`src/hw/rv_decode_pkg.sv`:
```
`default_nettype none

package rv_decode_pkg;

   typedef logic [31:0] word_t;     // Instruction, PC or immediate
   typedef logic [4:0]  reg_idx_t;
   typedef logic [4:0]  opcode_t;   // instr[6:2]
   typedef logic [3:0]  exc_cause_t;

   typedef enum logic [3:0] {
      ALU_ADD,
      ALU_SUB,
      ALU_SLL,
      ALU_SLT,
      ALU_SLTU,
      ALU_XOR,
      ALU_SRL,
      ALU_SRA,
      ALU_OR,
      ALU_AND,
      ALU_CE,    // Branch compares
      ALU_CNE,
      ALU_CGE,
      ALU_CGEU
   } alu_op_t;

   typedef enum logic [3:0] {
      MEM_NOP,
      MEM_LB,
      MEM_LH,
      MEM_LW,
      MEM_LBU,
      MEM_LHU,
      MEM_SB,
      MEM_SH,
      MEM_SW
   } mem_op_t;

   // Write-back source, loads go through WB_ALU with mem_op set
   typedef enum logic [1:0] {
      WB_ALU,
      WB_PC4,
      WB_CSR,
      WB_IMM
   } wb_sel_t;

   typedef enum logic [1:0] {
      CSR_NOP,
      CSR_RW,
      CSR_RS,
      CSR_RC
   } csr_op_t;

   localparam opcode_t OP_LOAD   = 5'b00000;
   localparam opcode_t OP_FENCE  = 5'b00011;
   localparam opcode_t OP_IMM    = 5'b00100;
   localparam opcode_t OP_AUIPC  = 5'b00101;
   localparam opcode_t OP_STORE  = 5'b01000;
   localparam opcode_t OP_REG    = 5'b01100;
   localparam opcode_t OP_LUI    = 5'b01101;
   localparam opcode_t OP_BRANCH = 5'b11000;
   localparam opcode_t OP_JALR   = 5'b11001;
   localparam opcode_t OP_JAL    = 5'b11011;
   localparam opcode_t OP_SYSTEM = 5'b11100;

   localparam exc_cause_t CAUSE_ILLEGAL = 4'd2;
   localparam exc_cause_t CAUSE_BREAK   = 4'd3;
   localparam exc_cause_t CAUSE_ECALL   = 4'd11;

   // SYSTEM funct3 0, low 12 immediate bits
   localparam logic [11:0] SYS_ECALL  = 12'h000;
   localparam logic [11:0] SYS_EBREAK = 12'h001;
   localparam logic [11:0] SYS_MRET   = 12'h302;
   localparam logic [11:0] SYS_WFI    = 12'h105;

   // One decoded entry in the output register: control word, imm, pc, rd, rs1, rs2
   localparam int ENTRY_W = $bits(alu_op_t) + $bits(mem_op_t) + $bits(wb_sel_t)
                          + $bits(csr_op_t) + 10 + $bits(exc_cause_t)
                          + 2 * $bits(word_t) + 3 * $bits(reg_idx_t);

endpackage

`default_nettype wire

```
`src/hw/control_unit.sv`:
```
`default_nettype none

module control_unit
   import rv_decode_pkg::*;
(
   input  word_t      instr_i,
   input  word_t      imm_i,
   output alu_op_t    alu_op_o,
   output mem_op_t    mem_op_o,
   output wb_sel_t    wb_sel_o,
   output logic       alu_from_imm_o,
   output logic       alu_from_pc_o,
   output logic       reg_write_o,
   output logic       is_branch_o,
   output logic       is_jal_o,
   output logic       is_jalr_o,
   output csr_op_t    csr_op_o,
   output logic       csr_from_reg_o,
   output logic       exc_request_o,
   output logic       exc_ret_o,
   output logic       illegal_o,
   output exc_cause_t exc_cause_o
);

   opcode_t    opcode;
   logic [2:0] funct3;
   logic       funct7_b5;
   logic       bad;        // Encoding not recognized

   assign opcode    = instr_i[6:2];
   assign funct3    = instr_i[14:12];
   assign funct7_b5 = instr_i[30];

   always_comb begin
      alu_op_o       = ALU_ADD;
      mem_op_o       = MEM_NOP;
      wb_sel_o       = WB_ALU;
      alu_from_imm_o = 1'b0;
      alu_from_pc_o  = 1'b0;
      reg_write_o    = 1'b0;
      is_branch_o    = 1'b0;
      is_jal_o       = 1'b0;
      is_jalr_o      = 1'b0;
      csr_op_o       = CSR_NOP;
      csr_from_reg_o = 1'b0;
      exc_request_o  = 1'b0;
      exc_ret_o      = 1'b0;
      illegal_o      = 1'b0;
      exc_cause_o    = '0;
      bad            = (instr_i[1:0] != 2'b11);  // No compressed forms

      case (opcode)
         OP_LOAD: begin
            alu_from_imm_o = 1'b1;
            reg_write_o    = 1'b1;
            case (funct3)
               3'b000:  mem_op_o = MEM_LB;
               3'b001:  mem_op_o = MEM_LH;
               3'b010:  mem_op_o = MEM_LW;
               3'b100:  mem_op_o = MEM_LBU;
               3'b101:  mem_op_o = MEM_LHU;
               default: bad = 1'b1;
            endcase
         end
         OP_FENCE: begin
            // Treated as a no-op
         end
         OP_IMM: begin
            alu_from_imm_o = 1'b1;
            reg_write_o    = 1'b1;
            case (funct3)
               3'b000:  alu_op_o = ALU_ADD;
               3'b001:  alu_op_o = ALU_SLL;
               3'b010:  alu_op_o = ALU_SLT;
               3'b011:  alu_op_o = ALU_SLTU;
               3'b100:  alu_op_o = ALU_XOR;
               3'b101:  alu_op_o = imm_i[10] ? ALU_SRA : ALU_SRL;
               3'b110:  alu_op_o = ALU_OR;
               default: alu_op_o = ALU_AND;
            endcase
         end
         OP_AUIPC: begin
            alu_from_pc_o  = 1'b1;
            alu_from_imm_o = 1'b1;
            reg_write_o    = 1'b1;
         end
         OP_STORE: begin
            alu_from_imm_o = 1'b1;
            case (funct3)
               3'b000:  mem_op_o = MEM_SB;
               3'b001:  mem_op_o = MEM_SH;
               3'b010:  mem_op_o = MEM_SW;
               default: bad = 1'b1;
            endcase
         end
         OP_REG: begin
            reg_write_o = 1'b1;
            case (funct3)
               3'b000:  alu_op_o = funct7_b5 ? ALU_SUB : ALU_ADD;
               3'b001:  alu_op_o = ALU_SLL;
               3'b010:  alu_op_o = ALU_SLT;
               3'b011:  alu_op_o = ALU_SLTU;
               3'b100:  alu_op_o = ALU_XOR;
               3'b101:  alu_op_o = funct7_b5 ? ALU_SRA : ALU_SRL;
               3'b110:  alu_op_o = ALU_OR;
               default: alu_op_o = ALU_AND;
            endcase
         end
         OP_LUI: begin
            wb_sel_o       = WB_IMM;
            alu_from_imm_o = 1'b1;
            reg_write_o    = 1'b1;
         end
         OP_BRANCH: begin
            is_branch_o = 1'b1;
            case (funct3)
               3'b000:  alu_op_o = ALU_CE;
               3'b001:  alu_op_o = ALU_CNE;
               3'b100:  alu_op_o = ALU_SLT;
               3'b101:  alu_op_o = ALU_CGE;
               3'b110:  alu_op_o = ALU_SLTU;
               3'b111:  alu_op_o = ALU_CGEU;
               default: bad = 1'b1;
            endcase
         end
         OP_JALR: begin
            wb_sel_o       = WB_PC4;
            alu_from_imm_o = 1'b1;
            reg_write_o    = 1'b1;
            is_jalr_o      = 1'b1;
         end
         OP_JAL: begin
            wb_sel_o       = WB_PC4;
            alu_from_pc_o  = 1'b1;
            alu_from_imm_o = 1'b1;
            reg_write_o    = 1'b1;
            is_jal_o       = 1'b1;
         end
         OP_SYSTEM: begin
            wb_sel_o = WB_CSR;
            if (funct3 == 3'b000) begin
               case (imm_i[11:0])
                  SYS_ECALL: begin
                     exc_request_o = 1'b1;
                     exc_cause_o   = CAUSE_ECALL;
                  end
                  SYS_EBREAK: begin
                     exc_request_o = 1'b1;
                     exc_cause_o   = CAUSE_BREAK;
                  end
                  SYS_MRET: exc_ret_o = 1'b1;
                  SYS_WFI:  ;  // No stall, plain no-op
                  default:  bad = 1'b1;
               endcase
            end else if (funct3 == 3'b100) begin
               bad = 1'b1;
            end else begin
               // funct3[2] picks the zimm forms
               reg_write_o    = 1'b1;
               csr_from_reg_o = !funct3[2];
               case (funct3[1:0])
                  2'b01:   csr_op_o = CSR_RW;
                  2'b10:   csr_op_o = CSR_RS;
                  default: csr_op_o = CSR_RC;
               endcase
            end
         end
         default: begin
            bad = 1'b1;
         end
      endcase

      // Illegal wins over everything decoded above
      if (bad) begin
         alu_op_o       = ALU_ADD;
         mem_op_o       = MEM_NOP;
         wb_sel_o       = WB_ALU;
         alu_from_imm_o = 1'b0;
         alu_from_pc_o  = 1'b0;
         reg_write_o    = 1'b0;
         is_branch_o    = 1'b0;
         is_jal_o       = 1'b0;
         is_jalr_o      = 1'b0;
         csr_op_o       = CSR_NOP;
         csr_from_reg_o = 1'b0;
         exc_ret_o      = 1'b0;
         exc_request_o  = 1'b1;
         illegal_o      = 1'b1;
         exc_cause_o    = CAUSE_ILLEGAL;
      end
   end

endmodule

`default_nettype wire

```
`src/hw/decode_reg.sv`:
```
`default_nettype none

module decode_reg
   import rv_decode_pkg::*;
(
   input  logic       clk,
   input  logic       arst_n_i,
   input  logic       in_valid_i,
   output logic       in_ready_o,
   input  alu_op_t    alu_op_i,
   input  mem_op_t    mem_op_i,
   input  wb_sel_t    wb_sel_i,
   input  csr_op_t    csr_op_i,
   input  logic       alu_from_imm_i,
   input  logic       alu_from_pc_i,
   input  logic       reg_write_i,
   input  logic       is_branch_i,
   input  logic       is_jal_i,
   input  logic       is_jalr_i,
   input  logic       csr_from_reg_i,
   input  logic       exc_request_i,
   input  logic       exc_ret_i,
   input  logic       illegal_i,
   input  exc_cause_t exc_cause_i,
   input  word_t      imm_i,
   input  word_t      pc_i,
   input  reg_idx_t   rd_i,
   input  reg_idx_t   rs1_i,
   input  reg_idx_t   rs2_i,
   output logic       out_valid_o,
   input  logic       out_ready_i,
   output alu_op_t    alu_op_o,
   output mem_op_t    mem_op_o,
   output wb_sel_t    wb_sel_o,
   output csr_op_t    csr_op_o,
   output logic       alu_from_imm_o,
   output logic       alu_from_pc_o,
   output logic       reg_write_o,
   output logic       is_branch_o,
   output logic       is_jal_o,
   output logic       is_jalr_o,
   output logic       csr_from_reg_o,
   output logic       exc_request_o,
   output logic       exc_ret_o,
   output logic       illegal_o,
   output exc_cause_t exc_cause_o,
   output word_t      imm_o,
   output word_t      pc_o,
   output reg_idx_t   rd_o,
   output reg_idx_t   rs1_o,
   output reg_idx_t   rs2_o
);

   logic [ENTRY_W-1:0] in_entry;
   logic [ENTRY_W-1:0] main_q;     // Oldest, drives the outputs
   logic [ENTRY_W-1:0] skid_q;
   logic               main_v_q;
   logic               skid_v_q;
   logic               main_v_n;
   logic               skid_v_n;
   logic               in_ready_q;
   logic               push;
   logic               pop;
   logic               load_main;
   logic               load_skid;
   logic               main_from_skid;

   logic [$bits(alu_op_t)-1:0] alu_op_bits;
   logic [$bits(mem_op_t)-1:0] mem_op_bits;
   logic [$bits(wb_sel_t)-1:0] wb_sel_bits;
   logic [$bits(csr_op_t)-1:0] csr_op_bits;

   assign in_entry = {alu_op_i, mem_op_i, wb_sel_i, csr_op_i, alu_from_imm_i, alu_from_pc_i,
                      reg_write_i, is_branch_i, is_jal_i, is_jalr_i, csr_from_reg_i,
                      exc_request_i, exc_ret_i, illegal_i, exc_cause_i, imm_i, pc_i,
                      rd_i, rs1_i, rs2_i};

   assign {alu_op_bits, mem_op_bits, wb_sel_bits, csr_op_bits, alu_from_imm_o, alu_from_pc_o,
           reg_write_o, is_branch_o, is_jal_o, is_jalr_o, csr_from_reg_o,
           exc_request_o, exc_ret_o, illegal_o, exc_cause_o, imm_o, pc_o,
           rd_o, rs1_o, rs2_o} = main_q;

   assign alu_op_o = alu_op_t'(alu_op_bits);
   assign mem_op_o = mem_op_t'(mem_op_bits);
   assign wb_sel_o = wb_sel_t'(wb_sel_bits);
   assign csr_op_o = csr_op_t'(csr_op_bits);

   assign in_ready_o  = in_ready_q;
   assign out_valid_o = main_v_q;
   assign push        = in_valid_i && in_ready_q;
   assign pop         = main_v_q && out_ready_i;

   always_comb begin
      main_v_n       = main_v_q;
      skid_v_n       = skid_v_q;
      load_main      = 1'b0;
      load_skid      = 1'b0;
      main_from_skid = 1'b0;
      if (pop) begin
         if (skid_v_q) begin
            main_from_skid = 1'b1;  // Skid moves up, new word may refill it
            skid_v_n       = push;
            load_skid      = push;
         end else begin
            main_v_n  = push;
            load_main = push;
         end
      end else if (push) begin
         if (main_v_q) begin
            skid_v_n  = 1'b1;
            load_skid = 1'b1;
         end else begin
            main_v_n  = 1'b1;
            load_main = 1'b1;
         end
      end
   end

   always_ff @(posedge clk or negedge arst_n_i) begin
      if (!arst_n_i) begin
         main_v_q   <= 1'b0;
         skid_v_q   <= 1'b0;
         in_ready_q <= 1'b1;
      end else begin
         main_v_q   <= main_v_n;
         skid_v_q   <= skid_v_n;
         in_ready_q <= !(main_v_n && skid_v_n);  // Ready from next state, not from out_ready_i
      end
   end

   always_ff @(posedge clk) begin
      if (main_from_skid) begin
         main_q <= skid_q;
      end else if (load_main) begin
         main_q <= in_entry;
      end
      if (load_skid) begin
         skid_q <= in_entry;
      end
   end

endmodule

`default_nettype wire

```
`src/hw/decode_top.sv`:
```
`default_nettype none

module decode_top
   import rv_decode_pkg::*;
(
   input  logic       clk,
   input  logic       arst_n_i,
   input  logic       in_valid_i,
   output logic       in_ready_o,
   input  word_t      instr_i,
   input  word_t      pc_i,
   output logic       out_valid_o,
   input  logic       out_ready_i,
   output alu_op_t    alu_op_o,
   output mem_op_t    mem_op_o,
   output wb_sel_t    wb_sel_o,
   output csr_op_t    csr_op_o,
   output logic       alu_from_imm_o,
   output logic       alu_from_pc_o,
   output logic       reg_write_o,
   output logic       is_branch_o,
   output logic       is_jal_o,
   output logic       is_jalr_o,
   output logic       csr_from_reg_o,
   output logic       exc_request_o,
   output logic       exc_ret_o,
   output logic       illegal_o,
   output exc_cause_t exc_cause_o,
   output word_t      imm_o,
   output word_t      pc_o,
   output reg_idx_t   rd_o,
   output reg_idx_t   rs1_o,
   output reg_idx_t   rs2_o
);

   word_t      imm;
   alu_op_t    alu_op;
   mem_op_t    mem_op;
   wb_sel_t    wb_sel;
   csr_op_t    csr_op;
   logic       alu_from_imm;
   logic       alu_from_pc;
   logic       reg_write;
   logic       is_branch;
   logic       is_jal;
   logic       is_jalr;
   logic       csr_from_reg;
   logic       exc_request;
   logic       exc_ret;
   logic       illegal;
   exc_cause_t exc_cause;

   imm_gen u_imm_gen (
      .instr_i (instr_i),
      .imm_o   (imm)
   );

   control_unit u_control_unit (
      .instr_i        (instr_i),
      .imm_i          (imm),
      .alu_op_o       (alu_op),
      .mem_op_o       (mem_op),
      .wb_sel_o       (wb_sel),
      .alu_from_imm_o (alu_from_imm),
      .alu_from_pc_o  (alu_from_pc),
      .reg_write_o    (reg_write),
      .is_branch_o    (is_branch),
      .is_jal_o       (is_jal),
      .is_jalr_o      (is_jalr),
      .csr_op_o       (csr_op),
      .csr_from_reg_o (csr_from_reg),
      .exc_request_o  (exc_request),
      .exc_ret_o      (exc_ret),
      .illegal_o      (illegal),
      .exc_cause_o    (exc_cause)
   );

   // Register fields taken straight from the instruction word
   decode_reg u_decode_reg (
      .clk            (clk),
      .arst_n_i       (arst_n_i),
      .in_valid_i     (in_valid_i),
      .in_ready_o     (in_ready_o),
      .alu_op_i       (alu_op),
      .mem_op_i       (mem_op),
      .wb_sel_i       (wb_sel),
      .csr_op_i       (csr_op),
      .alu_from_imm_i (alu_from_imm),
      .alu_from_pc_i  (alu_from_pc),
      .reg_write_i    (reg_write),
      .is_branch_i    (is_branch),
      .is_jal_i       (is_jal),
      .is_jalr_i      (is_jalr),
      .csr_from_reg_i (csr_from_reg),
      .exc_request_i  (exc_request),
      .exc_ret_i      (exc_ret),
      .illegal_i      (illegal),
      .exc_cause_i    (exc_cause),
      .imm_i          (imm),
      .pc_i           (pc_i),
      .rd_i           (instr_i[11:7]),
      .rs1_i          (instr_i[19:15]),
      .rs2_i          (instr_i[24:20]),
      .out_valid_o    (out_valid_o),
      .out_ready_i    (out_ready_i),
      .alu_op_o       (alu_op_o),
      .mem_op_o       (mem_op_o),
      .wb_sel_o       (wb_sel_o),
      .csr_op_o       (csr_op_o),
      .alu_from_imm_o (alu_from_imm_o),
      .alu_from_pc_o  (alu_from_pc_o),
      .reg_write_o    (reg_write_o),
      .is_branch_o    (is_branch_o),
      .is_jal_o       (is_jal_o),
      .is_jalr_o      (is_jalr_o),
      .csr_from_reg_o (csr_from_reg_o),
      .exc_request_o  (exc_request_o),
      .exc_ret_o      (exc_ret_o),
      .illegal_o      (illegal_o),
      .exc_cause_o    (exc_cause_o),
      .imm_o          (imm_o),
      .pc_o           (pc_o),
      .rd_o           (rd_o),
      .rs1_o          (rs1_o),
      .rs2_o          (rs2_o)
   );

endmodule

`default_nettype wire

```
`src/hw/imm_gen.sv`:
```
`default_nettype none

module imm_gen
   import rv_decode_pkg::*;
(
   input  word_t instr_i,
   output word_t imm_o
);

   opcode_t opcode;

   assign opcode = instr_i[6:2];

   always_comb begin
      case (opcode)
         // I format, SYSTEM uses imm[11:0] as function select
         OP_LOAD,
         OP_FENCE,
         OP_IMM,
         OP_JALR,
         OP_SYSTEM: begin
            imm_o = {{20{instr_i[31]}}, instr_i[31:20]};
         end
         OP_STORE: begin
            imm_o = {{20{instr_i[31]}}, instr_i[31:25], instr_i[11:7]};
         end
         OP_BRANCH: begin
            imm_o = {{19{instr_i[31]}}, instr_i[31], instr_i[7],
                     instr_i[30:25], instr_i[11:8], 1'b0};
         end
         OP_LUI,
         OP_AUIPC: begin
            imm_o = {instr_i[31:12], 12'b0};
         end
         OP_JAL: begin
            imm_o = {{11{instr_i[31]}}, instr_i[31], instr_i[19:12],
                     instr_i[20], instr_i[30:21], 1'b0};
         end
         default: begin
            imm_o = '0;  // R-type and unknown
         end
      endcase
   end

endmodule

`default_nettype wire

```
`config.mk`:
```
export PLATFORM = sky130hd
export DESIGN_NAME = decode_top
export DESIGN_NICKNAME = d
export VERILOG_FILES = /design/src/hw/rv_decode_pkg.sv /design/src/hw/control_unit.sv /design/src/hw/decode_reg.sv /design/src/hw/decode_top.sv /design/src/hw/imm_gen.sv
export SDC_FILE = /design/constraint.sdc
export NUM_CORES = 1
export LEC_CHECK = 0
export BUFFER_PORTS_ARGS = -buffer_cell sky130_fd_sc_hd__buf_2
export CORE_ASPECT_RATIO = 0.7
export CORE_MARGIN = 10
export CORE_UTILIZATION = 45
export CTS_BUF_LIST = sky130_fd_sc_hd__clkbuf_4 sky130_fd_sc_hd__clkbuf_8
export DETAILED_ROUTE_END_ITERATION = 12
export PLACE_DENSITY_LB_ADDON = 0.2
export SYNTH_ARGS = -nofsm -noshare
export SYNTH_HDL_FRONTEND = slang
export SYNTH_SLANG_ARGS = --single-unit
```
`constraint.sdc`:
```
create_clock -name clk -period 7.65 [get_ports clk]
set_input_delay 0.765 -clock clk [delete_from_list [all_inputs] [get_ports clk]]
set_output_delay 0.765 -clock clk [all_outputs]
set_load 0.05 [all_outputs]
```
After elaboration in Yosys (flattened, before gate mapping)
Cells that the tools add are included.

Multiplexer cells: 76. Equality and inequality tests: 23. Reduce and logical (&&, ||, !) cells: 21.

Operator list (number): two-way mux 105 bit (2); case mux 32 bit (5 select lines) (1); case mux 4 bit (7 select lines) (2); two-way mux 1 bit (51); case mux 4 bit (3 select lines) (2); case mux 4 bit (6 select lines) (1); OR reduction 7 bit (3); == test 5 bit (second input constant) (4); two-way mux 4 bit (5); case mux 4 bit (2 select lines) (2); == test 5 x 4 -> 1 bit (second input constant) (3); case mux 3 bit (5 select lines) (1); == test 12 x 1 -> 1 bit (second input constant) (1); == test 12 x 10 -> 1 bit (second input constant) (1); == test 12 x 9 -> 1 bit (second input constant) (1); == test 3 bit (second input constant) (4); zero test 12 bit (1); == test 5 x 3 -> 1 bit (second input constant) (2); two-way mux 2 bit (5); OR reduction 5 bit (2); OR reduction 2 bit (4); == test 3 x 2 -> 1 bit (second input constant) (2); case mux 2 bit (3 select lines) (1); OR reduction 6 bit (1); 15 further kinds (18).

Output and inout port bits: 107. Input port bits: 68. Word-level logic and storage cells: 125. Bits in registers: 213.

Logic depth before layout (Yosys ltp)
Gate-level depths: netlist of run 1.

Depth in word-level cells: 11. Depth in mapped cells: 10. Gate-level depth less buffers: 8.

Modules after synthesis
Synthesis of run 1 repeated with hierarchy kept, for this count alone.

Cells, all modules: 571. Area, all modules: 9356.5 sq um.

Modules (own cells, without submodules): decode_reg (instances 1, seq. area each 6382.4 sq um, area an instance 7925.1 sq um, cells an instance 342); control_unit (instances 1, seq. area each 0.0 sq um, area an instance 835.8 sq um, cells an instance 134); imm_gen (instances 1, seq. area each 0.0 sq um, area an instance 595.6 sq um, cells an instance 95).

Worst setup path before layout of run 1
Ideal clock, no wire load.

Path type: input to register. Start point: input out_ready_i. End point: register u_decode_reg.main_q[0], enable pin. Setup slack: 1035 ps. Setup time: 608 ps. Data required time: 7042 ps. Stages on the path: 2. Path buffers: 0. Arrival: 6007 ps. Cell sequence: inv_1 > a22oi_1.

Longest elaborated chain between the ends: 3. Elaborated cells on any way between the ends: 4. Classes of those cells: mux (2); reduce/logical (2).

RTL lines: start: declaration (RTL line decode_top.sv:13) `input logic out_ready_i,`; logical AND 1 bit * (RTL line decode_reg.sv:91) `assign pop = main_v_q && out_ready_i;`; two-way mux 1 bit (RTL line decode_reg.sv:99) `if (pop) begin`; nonzero test 2 bit (no source line) *; end signal: assignment (RTL line decode_reg.sv:133) `main_q <= skid_q;`; end signal: assignment (RTL line decode_reg.sv:135) `main_q <= in_entry;`; end: declaration (RTL line decode_reg.sv:55) `logic [ENTRY_W-1:0] main_q;`.

Every way passes the cells marked *; elsewhere a longest branch is shown, timed or not. A chain may end at the register's enable or synchronous reset.

Worst setup path in the final report of run 1
Start point: input instr_i[4]. End point: register u_decode_reg.main_q[83] (data pin).

Longest elaborated chain between the ends: 11. Elaborated cells on any way between the ends: 26. Classes of those cells: eq/ne (13); mux (7); reduce/logical (6).

RTL lines: start: declaration (RTL line decode_top.sv:10) `input word_t instr_i,`; == test 5 x 2 -> 1 bit, or another cell as far along (RTL line control_unit.sv:52, imm_gen.sv:15); OR reduction 5 bit or OR reduction 2 bit (tied branches) (RTL line imm_gen.sv:15) `case (opcode)`; case mux 32 bit (5 select lines) (RTL line imm_gen.sv:15); == test 12 x 1 -> 1 bit, or another cell as far along (RTL line control_unit.sv:142) `case (imm_i[11:0])`; OR reduction 4 bit (no source line); two-way mux 1 bit (RTL line control_unit.sv:142); two-way mux 1 bit (RTL line control_unit.sv:141) `if (funct3 == 3'b000) begin`; case mux 1 bit (5 select lines) * (RTL line control_unit.sv:52) `case (opcode)`; two-way mux 1 bit * (RTL line control_unit.sv:174) `if (bad) begin`; two-way mux 105 bit * (RTL line decode_reg.sv:134) `end else if (load_main) begin`; two-way mux 105 bit * (RTL line decode_reg.sv:132) `if (main_from_skid) begin`.

Every way passes the cells marked *; elsewhere a longest branch is shown, timed or not. The select of a mux whose other input is x is not followed.

==> results.sh, run 1 <==
export IMPL_outcome="complete, no violations"
export IMPL_grt_pass1_vias=6030
export IMPL_switching_share=0.4006
export IMPL_cts_post_setup_buffers_inserted=0
export IMPL_synth_top_cell_area_share=0.6897
export IMPL_max_freq_mhz=346.3
export IMPL_rows=43
export IMPL_wl_mm=22.16
export IMPL_cts_tree="built"
export IMPL_track_usage=0.1636
export IMPL_synth_edf_count=206
export IMPL_ff2ff_setup_slack_ns=4.81
export IMPL_crit_arrival_ns=3.11
export IMPL_crit_type="in2reg"
export IMPL_cp_start_kind="input pin"
export IMPL_final_net_count=973
export IMPL_cp_max_fo=23
export IMPL_tightest_slew_ns=1.079
export IMPL_yosysTopAreaCell="edfxtp_1"
export IMPL_hold_buffers=0
export IMPL_htree_levels=2
export IMPL_combPwrFrac=0.334
export IMPL_n_antenna_cell=0
export IMPL_yosysSeqAreaShare=0.6982
export IMPL_ys_top_cells_by_area="edfxtp_1, nand2_1, mux2_2, nor2_1, a31oi_1"
export IMPL_synth_nets=800
export IMPL_dr_total_vias=6197
export IMPL_gr_usage_met3=0.04899
export IMPL_drc=0
export IMPL_synthArstFlopShare=0.01435
export IMPL_finalMaxSlewViolations=0
export IMPL_cts_resized=0
export IMPL_avgSynthCellArea_um2=12.25
export IMPL_cts_buffer_depth=3
export IMPL_total_power_mw=4.158
export IMPL_fin_tns_setup_ns=0
export IMPL_drv_cap=0
export IMPL_insertion_delay_ns=0.52
export IMPL_crit_path_end_kind="register"
export IMPL_p_leak_nw=4.331
export IMPL_place_hpwl_mm=14.66
export IMPL_finalSetupViolCount=0
export IMPL_crit_path_cell_trace="buf_2 > and3b_1 > o21a_1 > a221oi_1 > and3_1 > nor3_2 > a21oi_2 > a21oi_1"
export IMPL_synthesis_area_um2=8969
export IMPL_io_pins=175
export IMPL_ant_nets=0
export IMPL_grt_max_degree=87
export IMPL_fin_util=0.5469
export IMPL_clock_skew_ns=0.01612
export IMPL_pwr_share_clk=0.240
export IMPL_pwr_density_cell_nw_per_um2=386.1
export IMPL_min_period_ns=2.888
export IMPL_min_path_type="in2async"
export IMPL_p_int_mw=2.492
export IMPL_synthFlopType="edfxtp_1"
export IMPL_synth_seq_cells=209
export IMPL_drtPass1Iterations=5
export IMPL_min_period_over_period=0.3775
export IMPL_worstPathRequired_ns=7.88
export IMPL_synth_warning_count=0
export IMPL_drt_iter0_markers=599
export IMPL_relSlewSlack=0.2761
export IMPL_floorplan_initialDensity=0.4555
export IMPL_rsz0062_at_grt="no"
export IMPL_avgViaCountPerCell=5.156
export IMPL_met2_usage=0.2359
export IMPL_syn_inst=732
export IMPL_portBuffers=173
export IMPL_die_w_um=188.7
export IMPL_ir_worst_vdd_mv=0.2941
export IMPL_core_area_um2=19690
export IMPL_grtUsageMet1=0.2349
export IMPL_syn_to_final_growth_pct=20.08
export IMPL_clkTransAtPathRegs_ns=0.06
export IMPL_p_sw_mw=1.666
export IMPL_synth_distinct_cells=60
export IMPL_power_frac_seq=0.425
export IMPL_place_inst=1137
export IMPL_busiest_layer="met2"
export IMPL_layout_drive_gt1_share=0.2929
export IMPL_antenna_found_initial=0
export IMPL_wire_per_inst_um=18.43
export IMPL_globalplace_congestion=0.9020
export IMPL_overflow=0
export IMPL_die_height_um=138.1
export IMPL_cpMaxStageDelayCell="a221oi_1"
export IMPL_slowest_delay_ns=0.67
export IMPL_clkSinkCount=209
export IMPL_cts_buffers=36
export IMPL_grt_pass1_wl_mm=34.62
export IMPL_layout_cells_non_filler=1202
export IMPL_dieArea_um2=26070
export IMPL_hold_viol=0
export IMPL_clock_root_buffer="clkbuf_8"
state kept, by name, summed over array words and instances, names as in the netlist:
signal and flops:
u_decode_reg.in_ready_o 1, u_decode_reg.main_q 103, u_decode_reg.skid_v_q 1, u_decode_reg.out_valid_o 1, u_decode_reg.skid_q 103
power by group through the flow:
stage	combinational (mW)	sequential [mW]	clock (mW)
after floorplan	0.362	2.52	0
after detailed placement	1.41	1.79	0
after global routing	1.48	1.80	1.08
after global placement	1.40	1.78	0
after CTS	1.41	1.77	1.03
final	1.39	1.77	0.999
cell usage in the layout (no fill, tap or decap), types with 12 or more instances in the layout:
master	count
nor2_1	56
buf_2	173
o21ai_0	12
a21oi_1	21
and2_1	13
mux2_2	21
edfxtp_1	206
a31oi_1	21
clkbuf_8	37
nand2_1	212
layer usage:
metal	part of all wire	up-vias
met1	0.49	2949
li1	-	2992
met5	0	-
met3	0.075	32
met2	0.42	224
met4	0.013	0
logic make-up after synthesis:
logic type / share of synthesized area
AOI/OAI and AO/OA: 0.07911
and+or+nand+nor: 0.1641
buffers and inverters: 0.02581
muxes: 0.02637
other: 0.0004181
xor gates and xnor gates: 0.004884
adders and majority gates: 0.001116
DFF: 0.6982
cell type report:
| cell class | instances | area [um^2] |
|---|---|---|
| well taps | 270 | 337.8 |
| repair buffers | 179 | 910.9 |
| fillers | 1726 | 8922 |
| clock inverters | 20 | 143.9 |
| flip-flops and latches | 209 | 6262 |
| multi-input cells | 469 | 2507 |
| inverters | 10 | 37.54 |
| clock buffers | 45 | 569.3 |
path summary, 6_finish.rpt:
check	from	to	depth (start not counted)
hold / removal	arst_n_i	u_decode_reg.out_valid_o$_DFF_PN0_	1
min in group clk	pc_i[13]	u_decode_reg.skid_q[28]$_DFFE_PP_	1
setup / recovery	instr_i[4]	u_decode_reg.main_q[83]$_DFFE_PP_	8
max in group asynchronous	arst_n_i	u_decode_reg.in_ready_o$_DFF_PN1_	1
setup reg to reg	u_decode_reg.out_valid_o$_DFF_PN0_	u_decode_reg.skid_q[8]$_DFFE_PP_	3
hold reg to reg	u_decode_reg.skid_q[41]$_DFFE_PP_	u_decode_reg.main_q[41]$_DFFE_PP_	2
metrics by stage:
step                      area, um^2  setup slack (ns)  hold slack, ns
final                          10770             4.762         0.04178
after floorplan                 8969             1.035          0.4694
after global routing           10770             4.463         0.02008
after detailed placement       10060             4.231          0.4922
after global placement         10060             4.304          0.4901
after CTS                      10770             4.761         0.02170
Yosys cell counts (4+ instances only):
cell type	n
a21oi_1	21
a31oi_1	21
and2_1	13
and3_1	6
buf_2	11
clkbuf_1	27
edfxtp_1	206
inv_1	10
mux2_2	21
nand2_1	212
nand3_1	11
nor2_1	58
nor2b_1	6
nor3_1	6
nor3b_1	4
nor4_1	5
o211ai_1	7
o21ai_0	12
o21ai_1	4
o31ai_1	6
worst max-delay path: cells and delay by family:
| kind | cells | cell delay (ns) |
|---|---|---|
| buffers and inverters | 1 | 0.33 |
| and+or+nand+nor | 3 | 0.73 |
| AOI/OAI and AO/OA | 4 | 1.27 |
No activity file was read; power rests on OpenSTA's default activity.
==> run 2, diff against run 1 <==
clock period = 2.9 ns   (was 7.65 ns; I/O delays follow)
==> results.sh, run 2 (synthesis gave the netlist of run 1 again) <==
export IMPL_crit_arrival_ns=2.91
export IMPL_clock_skew_ns=0.01584
export IMPL_outcome="complete, no violations"
export IMPL_cp_max_fo=21
export IMPL_p_int_mw=6.596
export IMPL_crit_start="instr_i[7]"
export IMPL_dp_slack_ns=0.1643
export IMPL_crit_path_end_kind="register"
export IMPL_hold_viol=0
export IMPL_place_inst=1156
export IMPL_multiInputGateArea_um2=2510
export IMPL_p_sw_mw=4.415
export IMPL_fin_ws_ns=0.3634
export IMPL_insertion_delay_ns=0.52
export IMPL_wire_per_inst_um=18.18
export IMPL_min_period_ns=2.537
export IMPL_total_power_mw=11.01
export IMPL_seq_area_um2=6264
export IMPL_cts_tree="built"
export IMPL_antenna_found_initial=1
export IMPL_io_pins=175
export IMPL_grt_pass1_wl_mm=36.16
export IMPL_grt_max_degree=95
export IMPL_htree_levels=2
export IMPL_grt_pass1_vias=6333
export IMPL_die_w_um=188.7
export IMPL_cts_buffer_depth=3
export IMPL_power_frac_seq=0.424
export IMPL_final_common_cell="nand2_1"
export IMPL_place_area_um2=10280
export IMPL_r2r_start="u_decode_reg.skid_v_q$_DFF_PN0_"
export IMPL_hold_slack_ns=0.04151
export IMPL_place_hpwl_mm=14.98
export IMPL_dr_total_vias=6399
export IMPL_layout_drive_gt1_share=0.2957
export IMPL_cts_buffers=35
export IMPL_cp_endpoint="u_decode_reg.main_q[98]$_DFFE_PP_"
export IMPL_crit_type="in2reg"
export IMPL_avgViaCountPerCell=5.099
export IMPL_rows=43
export IMPL_syn_to_final_growth_pct=26.48
export IMPL_ant_nets=0
export IMPL_n_fill_cell=1708
export IMPL_r2r_end="u_decode_reg.main_q[21]$_DFFE_PP_"
export IMPL_tightest_slew_ns=0.7002
export IMPL_mostFrequentLayoutCells="nand2_1, edfxtp_1, buf_2"
export IMPL_die_height_um=138.1
export IMPL_ff2ff_path_depth=5
export IMPL_rsz0062_at_grt="no"
export IMPL_finalMaxSlewViolations=0
export IMPL_drtPass1Iterations=5
export IMPL_p_leak_nw=4.585
export IMPL_switching_share=0.4010
export IMPL_drt_iter0_markers=540
export IMPL_clock_root_buffer="clkbuf_8"
export IMPL_top_regs="u_decode_reg.main_q: 103 flops, u_decode_reg.skid_q: 103 flops"
export IMPL_drv_cap=0
export IMPL_overflow=0
export IMPL_cts_post_setup_buffers_inserted=0
export IMPL_pwr_density_cell_nw_per_um2=970.7
export IMPL_hold_depth=1
export IMPL_max_freq_mhz=394.2
export IMPL_core_area_um2=19690
export IMPL_wl_mm=22.81
export IMPL_ff2ff_setup_slack_ns=1.01
export IMPL_layout_cells_non_filler=1255
export IMPL_pwr_share_clk=0.231
export IMPL_dieArea_um2=26070
export IMPL_min_path_type="in2reg"
export IMPL_drc=0
export IMPL_min_period_over_period=0.8747
export IMPL_clkTransAtPathRegs_ns=0.07
export IMPL_finalSetupViolCount=0
export IMPL_track_usage=0.1716
export IMPL_clkSinkCount=209
export IMPL_fin_area_um2=11340
export IMPL_worstPathRequired_ns=3.28
export IMPL_relSlewSlack=0.5301
export IMPL_cp_start_kind="input pin"
export IMPL_final_net_count=1031
export IMPL_floorplan_initialDensity=0.4555
export IMPL_combPwrFrac=0.345
export IMPL_portBuffers=173
export IMPL_ir_worst_vdd_mv=1.129
export IMPL_globalplace_congestion=0.8363
[run 2: cell count changes in the layout (fill, tap and decap cells not counted), moves of 2 or more]
cell	before	now
buf_12	0	6
clkinv_1	11	7
clkbuf_4	8	6
dlygate4sd3_1	0	40
clkbuf_8	37	35
buf_4	6	19
[run 2: critical path: stages]
cell           delay (ns)
dlygate4sd3_1        0.54
buf_2                0.16
nor3b_1              0.14
o211ai_1             0.22
o311ai_2             0.14
buf_4                0.18
a2111oi_4            0.40
o41ai_4              0.13
buf_12               0.19
nor4_1               0.31
mux2_2               0.22
[run 2: final cells by class]
cell class | count | area share
flip-flops and latches | 209 | 0.5522
multi-input cells | 469 | 0.2213
repair buffers | 238 | 0.1348
clock buffers | 41 | 0.04644
well taps | 270 | 0.02978
clock inverters | 17 | 0.01202
inverters | 10 | 0.003309
diodes | 1 | 0.0002206
[run 2: worst min-delay path by stage]
stage                            from                                 end  slack [ns]
after CTS                 instr_i[11]   u_decode_reg.skid_q[14]$_DFFE_PP_       0.009
after floorplan              arst_n_i  u_decode_reg.out_valid_o$_DFF_PN0_      -0.006
after global placement       arst_n_i     u_decode_reg.skid_v_q$_DFF_PN0_        0.09
after detailed placement     arst_n_i     u_decode_reg.skid_v_q$_DFF_PN0_        0.09
final                     instr_i[11]   u_decode_reg.skid_q[14]$_DFFE_PP_        0.04
after global routing      instr_i[11]   u_decode_reg.skid_q[14]$_DFFE_PP_        0.01
[run 2: through the flow]
step | TNS (ns) | utilization
floorplan | -240.06 | -
global placement | 0 | 0.5219
detailed placement | 0 | 0.5219
CTS | 0 | 0.5759
global route | 0 | 0.5761
finish | 0 | 0.5761
[run 2: power groups by stage]
stage / registers, mW / clock network, mW / logic (mW)
finish: 4.66 / 2.55 / 3.80
CTS: 4.67 / 2.61 / 3.87
global placement: 4.70 / 0 / 3.80
global route: 4.74 / 2.74 / 4.06
detailed placement: 4.71 / 0 / 3.81
floorplan: 6.57 / 0 / 0.963
[run 2: what timing repair did]
item | 4_1_cts | 5_1_grt
hold endpoints to repair | 42 | 0
gates resized for setup | 0 | 0
hold buffers | 40 | 0
[run 2: per-layer routing]
metal / share of wire / vias to the layer above / GRT usage
met3: 0.075 / 27 / 0.04849
met2: 0.43 / 232 / 0.2458
met4: 0.013 / 0 / 0.04706
li1: - / 3097 / -
met1: 0.48 / 3043 / 0.2484
met5: 0 / - / 0
